## src/source/soc_bus_config.svh

```systemverilog
`ifndef SOC_BUS_CONFIG_SVH
`define SOC_BUS_CONFIG_SVH

// on-chip ram, 2 KB of 32-bit words
`define SOC_RAM_WORDS 512
`define SOC_RAM_BASE 64'h0000_0000_8000_0000

// machine timer registers
`define SOC_MTIME 64'h0000_0000_0200_BFF8
`define SOC_MTIMECMP 64'h0000_0000_0200_4000
// compare value out of reset, far enough ahead of mtime
`define SOC_MTIMECMP_RESET 64'h0000_0000_8000_0000

// interrupt controller base and priority table
`define SOC_PLIC_BASE 64'h0000_0000_0C00_0000
`define SOC_PLIC_SOURCES 6

// pending bitmap
`define SOC_PLIC_PENDING (`SOC_PLIC_BASE + 64'h1000)
// enable bitmap, context 1 at +0x80
`define SOC_PLIC_ENABLE (`SOC_PLIC_BASE + 64'h2000)
// threshold, context 1 at +0x1000
`define SOC_PLIC_THRESHOLD (`SOC_PLIC_BASE + 64'h20_0000)
// claim, context 1 at +0x1000
`define SOC_PLIC_CLAIM (`SOC_PLIC_BASE + 64'h20_0004)

// source id of the external interrupt line
`define SOC_IRQ_ID 1

`endif

```

## src/source/soc_bus_pkg.sv

```systemverilog
`default_nettype none

`include "soc_bus_config.svh"

package soc_bus_pkg;

    // one bus address or data word
    typedef logic [63:0] bus_word_t;

    // load/store type as driven by the cpu
    // stores use the signed codes 0 to 3
    typedef enum logic [2:0] {
        LS_B  = 3'd0,
        LS_H  = 3'd1,
        LS_W  = 3'd2,
        LS_D  = 3'd3,
        LS_BU = 3'd4,
        LS_HU = 3'd5,
        LS_WU = 3'd6
    } ls_type_e;

    // latched decode result of one request
    typedef enum logic [1:0] {
        TARGET_NONE,
        TARGET_RAM,
        TARGET_REGS,
        TARGET_UNMAPPED
    } target_e;

    // word index into the on-chip ram
    typedef logic [$clog2(`SOC_RAM_WORDS)-1:0] ram_index_t;

endpackage

`default_nettype wire

```

## src/source/bus_responder.sv

```systemverilog
`default_nettype none

`include "soc_bus_config.svh"

module bus_responder (
    input  logic                   clock_slow,
    input  logic                   KEY0,
    input  soc_bus_pkg::bus_word_t bus_address,
    input  soc_bus_pkg::bus_word_t bus_write_data,
    input  soc_bus_pkg::ls_type_e  bus_ls_type,
    input  logic                   bus_read_enable,
    input  logic                   bus_write_enable,
    input  logic                   ram_ack,
    input  soc_bus_pkg::bus_word_t ram_rdata,
    input  logic                   regs_ack,
    input  soc_bus_pkg::bus_word_t regs_rdata,
    output soc_bus_pkg::bus_word_t bus_read_data,
    output logic                   bus_read_done,
    output logic                   bus_write_done,
    output logic                   step_go_ram,
    output logic                   step_go_regs,
    output logic                   step_write,
    output soc_bus_pkg::bus_word_t req_address,
    output soc_bus_pkg::ls_type_e  req_ls_type,
    output soc_bus_pkg::bus_word_t req_write_data
);
    import soc_bus_pkg::*;

    target_e   decoded;
    target_e   target;
    // request latched, go strobe due next edge
    logic      launch;
    logic      accept;
    logic      busy;
    bus_word_t captured;

    // an enable is taken only with both dones high and nothing launching
    assign accept = (bus_read_enable || bus_write_enable)
                 && bus_read_done && bus_write_done && !launch;
    assign busy   = !bus_read_done || !bus_write_done;

    always_comb begin
        if (bus_address >= `SOC_RAM_BASE
            && bus_address < `SOC_RAM_BASE + 64'(4 * `SOC_RAM_WORDS))
            decoded = TARGET_RAM;
        else if (bus_address == `SOC_MTIME || bus_address == `SOC_MTIMECMP
                 || (bus_address >= `SOC_PLIC_BASE
                     && bus_address < `SOC_PLIC_CLAIM + 64'h1004))
            decoded = TARGET_REGS;
        else
            decoded = TARGET_UNMAPPED;
    end

    // read data of the acking part, zero for an unmapped read
    always_comb begin
        case (target)
            TARGET_RAM:  captured = ram_rdata;
            TARGET_REGS: captured = regs_rdata;
            default:     captured = '0;
        endcase
    end

    always_ff @(posedge clock_slow or negedge KEY0) begin
        if (!KEY0) begin
            launch         <= 1'b0;
            target         <= TARGET_NONE;
            step_write     <= 1'b0;
            step_go_ram    <= 1'b0;
            step_go_regs   <= 1'b0;
            bus_read_done  <= 1'b1;
            bus_write_done <= 1'b1;
            bus_read_data  <= '0;
        end else begin
            step_go_ram  <= 1'b0;
            step_go_regs <= 1'b0;
            launch       <= accept;
            if (accept) begin
                target     <= decoded;
                // read wins when both enables arrive together
                step_write <= !bus_read_enable;
            end
            // done falls one edge after the enable is sampled
            if (launch) begin
                if (step_write)
                    bus_write_done <= 1'b0;
                else
                    bus_read_done <= 1'b0;
                step_go_ram  <= (target == TARGET_RAM);
                step_go_regs <= (target == TARGET_REGS);
            end
            // unmapped completes the edge after done fell
            if (ram_ack || regs_ack || (busy && target == TARGET_UNMAPPED)) begin
                if (step_write) begin
                    bus_write_done <= 1'b1;
                end else begin
                    bus_read_done <= 1'b1;
                    bus_read_data <= captured;
                end
            end
        end
    end

    // request payload held for the whole access
    always_ff @(posedge clock_slow) begin
        if (accept) begin
            req_address    <= bus_address;
            req_ls_type    <= bus_ls_type;
            req_write_data <= bus_write_data;
        end
    end

endmodule

`default_nettype wire

```

## config.mk

```make
export PLATFORM = sky130hd
export DESIGN_NAME = bus_responder
export DESIGN_NICKNAME = d
export VERILOG_FILES = /design/src/source/soc_bus_pkg.sv /design/src/source/bus_responder.sv
export VERILOG_INCLUDE_DIRS = /design/src /design/src/source
export SDC_FILE = /design/constraint.sdc
export NUM_CORES = 1
export LEC_CHECK = 0
export BUFFER_PORTS_ARGS = -buffer_cell sky130_fd_sc_hd__buf_4
export CAP_MARGIN = 20
export CORE_AREA = 3 3 181 183
export CTS_BUF_LIST = sky130_fd_sc_hd__clkbuf_8 sky130_fd_sc_hd__clkbuf_16
export DETAILED_ROUTE_END_ITERATION = 8
export DIE_AREA = 0 0 184 186
export GPL_TIMING_DRIVEN = 0
export HOLD_SLACK_MARGIN = 0.03
export PLACE_DENSITY_LB_ADDON = 0.08
export SLEW_MARGIN = 20
export SYNTH_ARGS = -nofsm -noshare
export SYNTH_HDL_FRONTEND = slang
export SYNTH_SLANG_ARGS = --single-unit
```

## constraint.sdc

```tcl
create_clock -name clock_slow -period 18.3 [get_ports clock_slow]
set_input_delay 1.83 -clock clock_slow [delete_from_list [all_inputs] [get_ports clock_slow]]
set_output_delay 1.83 -clock clock_slow [all_outputs]
set_load 0.01 [all_outputs]
```

==> summary.txt <==
Placement
  • Placed cell area: 0.0116 sq mm
  • IO buf count: 464
  • Routability cong.: 0.744
  • Hpwl dp: 22800 um

Synthesis
  • Yosys Warn Count: 0
  • Yosys reg bits: 203
  • Netlist cell types: 30
  • Mean Syn Cell Area: 15.0 sq um
  • Post-synthesis sequential area ratio: 76.7%
  • Post-synth net total: 765
  • Post-Syn Instances: 497
  • Mapped Area: 0.00748 sq mm

Layout
  • Nets: 1271
  • Fillcell total: 3113
  • Share of layout cells above drive strength 1: 52.1%
  • # diodes: 0
  • Area Growth Syn to Fin: 65.8%
  • Final Util: 39.5%
  • Finished Cell Area: 0.0124 sq mm

Clocking
  • Post-CTS sizing: 0
  • Total setup buffers inserted after CTS: 0
  • Worst-path clk slew: 0.06 ns
  • Latest clock arrival within the worst-skew pair: 0.51 ns
  • Clk buf depth: 3
  • Clk root buf: clkbuf_16
  • Sink Count: 203
  • CTS tree: yes
  • Clock buffer count from CTS: 25
  • Post-cts hold buffer count: 0
  • Htree depth: 1

Route
  • DRT antenna net count: 0
  • Drt pass-1 iters: 4
  • Final WL: 29000 um
  • Via/cell ratio: 4.42
  • Via count: 6285
  • Initial drt markers: 287
  • WL/cell: 20.4 um
  • DRC: 0

Worst setup path
  • CP Cell Sequence: buf_4 > nor2_1 > nor3_2 > buf_6 > buf_4 > buf_6 > nand3_1 > nor3_1 > a41oi_1
  • CP bufs+invs: 4
  • Worst EP required: 18.66 ns
  • WS Path Type: in -> reg
  • Worst setup SP type: primary input
  • CP max FO: 11
  • CP peak stage delay: 0.54 ns
  • CP endpoint kind: register
  • CP max stage cell: nor3_2
  • WP data arrival: 3.73 ns
  • Largest delay share family, worst path: simple AND/OR/NAND/NOR gates

STA
  • Max frequency: 297 MHz
  • Minimum clock period: 3.36 ns
  • RSZ-0062 raised after global routing: no
  • Slew @ Worst Pin: 0.981 ns
  • Final max-slew violation count: 0
  • Max_slew headroom: 34.6%
  • Clock Skew: 0.00917 ns
  • Fin. Hold Viols: 0
  • Setup violations, final: 0
  • Post-route setup TNS: 0 ns
  • Final worst-path cycle share: 18.4%

Die
  • Starting density of the core: 23.8%
  • IO Count: 465
  • FP Rows: 65
  • Die Footprint: 0.0342 sq mm
  • Chip Width: 184 um
  • CORE AREA: 0.0314 sq mm
  • Chip height: 186 um

Run
  • Max-cap violations: 0

Pwr
  • Leak pwr: 5.40 nW
  • Cell Pwr Density: 86.5 mW/mm^2
  • Peak VDD IR: 0.0599 mV

Worst hold path
  • Min-Delay Path Class: reg -> reg

GRT
  • Antenna violations before repair: 0
  • Gr usage total: 15.9%
  • First-pass GRT wire length: 41200 um
  • Largest net degree at the start of global routing: 73
  • Vias in the first global route: 6504
  • Grt ovf: 0

Status
  • Status: complete, no violations
layout by cell type, fill, tap and decap left out, types with 2 or more instances in the layout:
master	netlist	routed
and2_1	2	2
nor4_1	12	12
nand4_1	4	4
clkbuf_8	0	4
clkbuf_16	0	26
buf_2	13	13
nor2_1	8	8
nor3_1	6	5
dfrtp_1	70	70
clkbuf_1	21	21
buf_6	0	7
nand3_1	3	3
dfstp_2	2	2
a31oi_1	4	4
a21oi_1	3	3
a22oi_1	64	64
clkinv_2	0	5
o31ai_1	64	64
buf_4	0	472
edfxtp_1	131	131
ha_1	3	3
nand2_1	69	69
inv_1	6	15
path summary, 6_finish.rpt:
kind                       slack (ns)  depth (start not counted)                       endpoint                           from
min in group asynchronous        1.48                          1   bus_read_data[0]$_DFFE_PN0P_                           KEY0
hold reg to reg                  0.48                          2  bus_read_data[52]$_DFFE_PN0P_  bus_read_data[52]$_DFFE_PN0P_
max in group asynchronous       16.19                          1  bus_read_data[42]$_DFFE_PN0P_                           KEY0
setup / recovery                14.94                          9          target[1]$_DFFE_PN0P_                bus_read_enable
setup reg to reg                15.66                          8          target[1]$_DFFE_PN0P_       bus_write_done$_DFF_PN1_
hold / removal                   0.48                          2  bus_read_data[52]$_DFFE_PN0P_  bus_read_data[52]$_DFFE_PN0P_
synthesized netlist by cell type:
cell / count / area share (%)
a211oi_1: 1 / 0.10
a21oi_1: 3 / 0.20
a22oi_1: 64 / 6.4
a31oi_1: 4 / 0.33
a41oi_1: 1 / 0.12
and2_1: 2 / 0.17
and3_1: 1 / 0.084
and4_1: 1 / 0.12
buf_1: 1 / 0.050
buf_2: 13 / 0.87
clkbuf_1: 21 / 1.1
dfrtp_1: 70 / 23
dfstp_2: 2 / 0.70
edfxtp_1: 131 / 53
ha_1: 3 / 0.50
inv_1: 6 / 0.30
nand2_1: 69 / 3.5
nand3_1: 3 / 0.20
nand4_1: 4 / 0.33
nor2_1: 8 / 0.40
nor3_1: 6 / 0.40
nor4_1: 12 / 1.0
nor4_2: 1 / 0.17
nor4b_1: 1 / 0.12
o21ai_0: 1 / 0.067
o21ai_1: 1 / 0.067
o31ai_1: 64 / 6.4
o32a_1: 1 / 0.13
or2_1: 1 / 0.084
or4_1: 1 / 0.10
area by class of cell:
class                      count  area, sq um  area share, %
buffer                        35          148           1.19
clock buffer                  30          706           5.69
clock inverter                15         88.8          0.716
inverter                       6         22.5          0.182
multi-input combinational    253         1580           12.7
sequential                   203         5740           46.3
tap                          402          503           4.05
timing repair buffer         479         3620           29.2
logic make-up after synthesis:
logic type	Yosys count	share of synthesized area [%]
flip-flops	203	76.7
AO/OA/AOI/OAI	140	13.9
AND/OR/NAND/NOR	110	6.64
buffers and inverters	41	2.27
adder cells (fa/ha/maj)	3	0.502
power by group:
group	switching (mW)	internal [mW]
clock	0.190	0.285
combinational	0.0445	0.0538
sequential	0.00385	0.496
total	0.238	0.835
worst register-to-register path, delay by kind of cell, from the launching register on:
kind | cells | cell delay [ns]
flops | 1 | 0.55
simple gates | 4 | 1.16
buf+inv | 3 | 0.62
compound gates | 1 | 0.17
state kept, by name, summed over array words and instances (netlist names):
register,flops
target,2
bus_read_done,1
bus_read_data,64
launch,1
req_ls_type,3
bus_write_done,1
req_write_data,64
req_address,64
step_go_ram,1
step_go_regs,1
step_write,1
layer usage:
| metal | vias to the layer above | part of all wire (%) | GRT usage [%] | routed length, um |
|---|---|---|---|---|
| met5 | - | 0 | 0 | 0 |
| met4 | 0 | 2.4 | 4.17 | 693 |
| met3 | 33 | 8.2 | 4.87 | 2390 |
| met2 | 255 | 52 | 28.3 | 15000 |
| met1 | 3036 | 38 | 18.8 | 11000 |
| li1 | 2961 | - | - | - |
stage by stage:
| stage | worst slack (ns) | cells | hold slack, ns | total power, mW |
|---|---|---|---|---|
| after global placement | 0.809 | 1363 | 0.462 | 0.609 |
| final | 14.94 | 1423 | 0.475 | 1.07 |
| after global routing | 14.70 | 1423 | 0.499 | 1.12 |
| after floorplan | 6.30 | 497 | 0.490 | 0.536 |
| after CTS | 14.86 | 1423 | 0.479 | 1.09 |
| after detailed placement | 14.32 | 1378 | 0.467 | 0.610 |
Power figures use the tool's default switching activity.
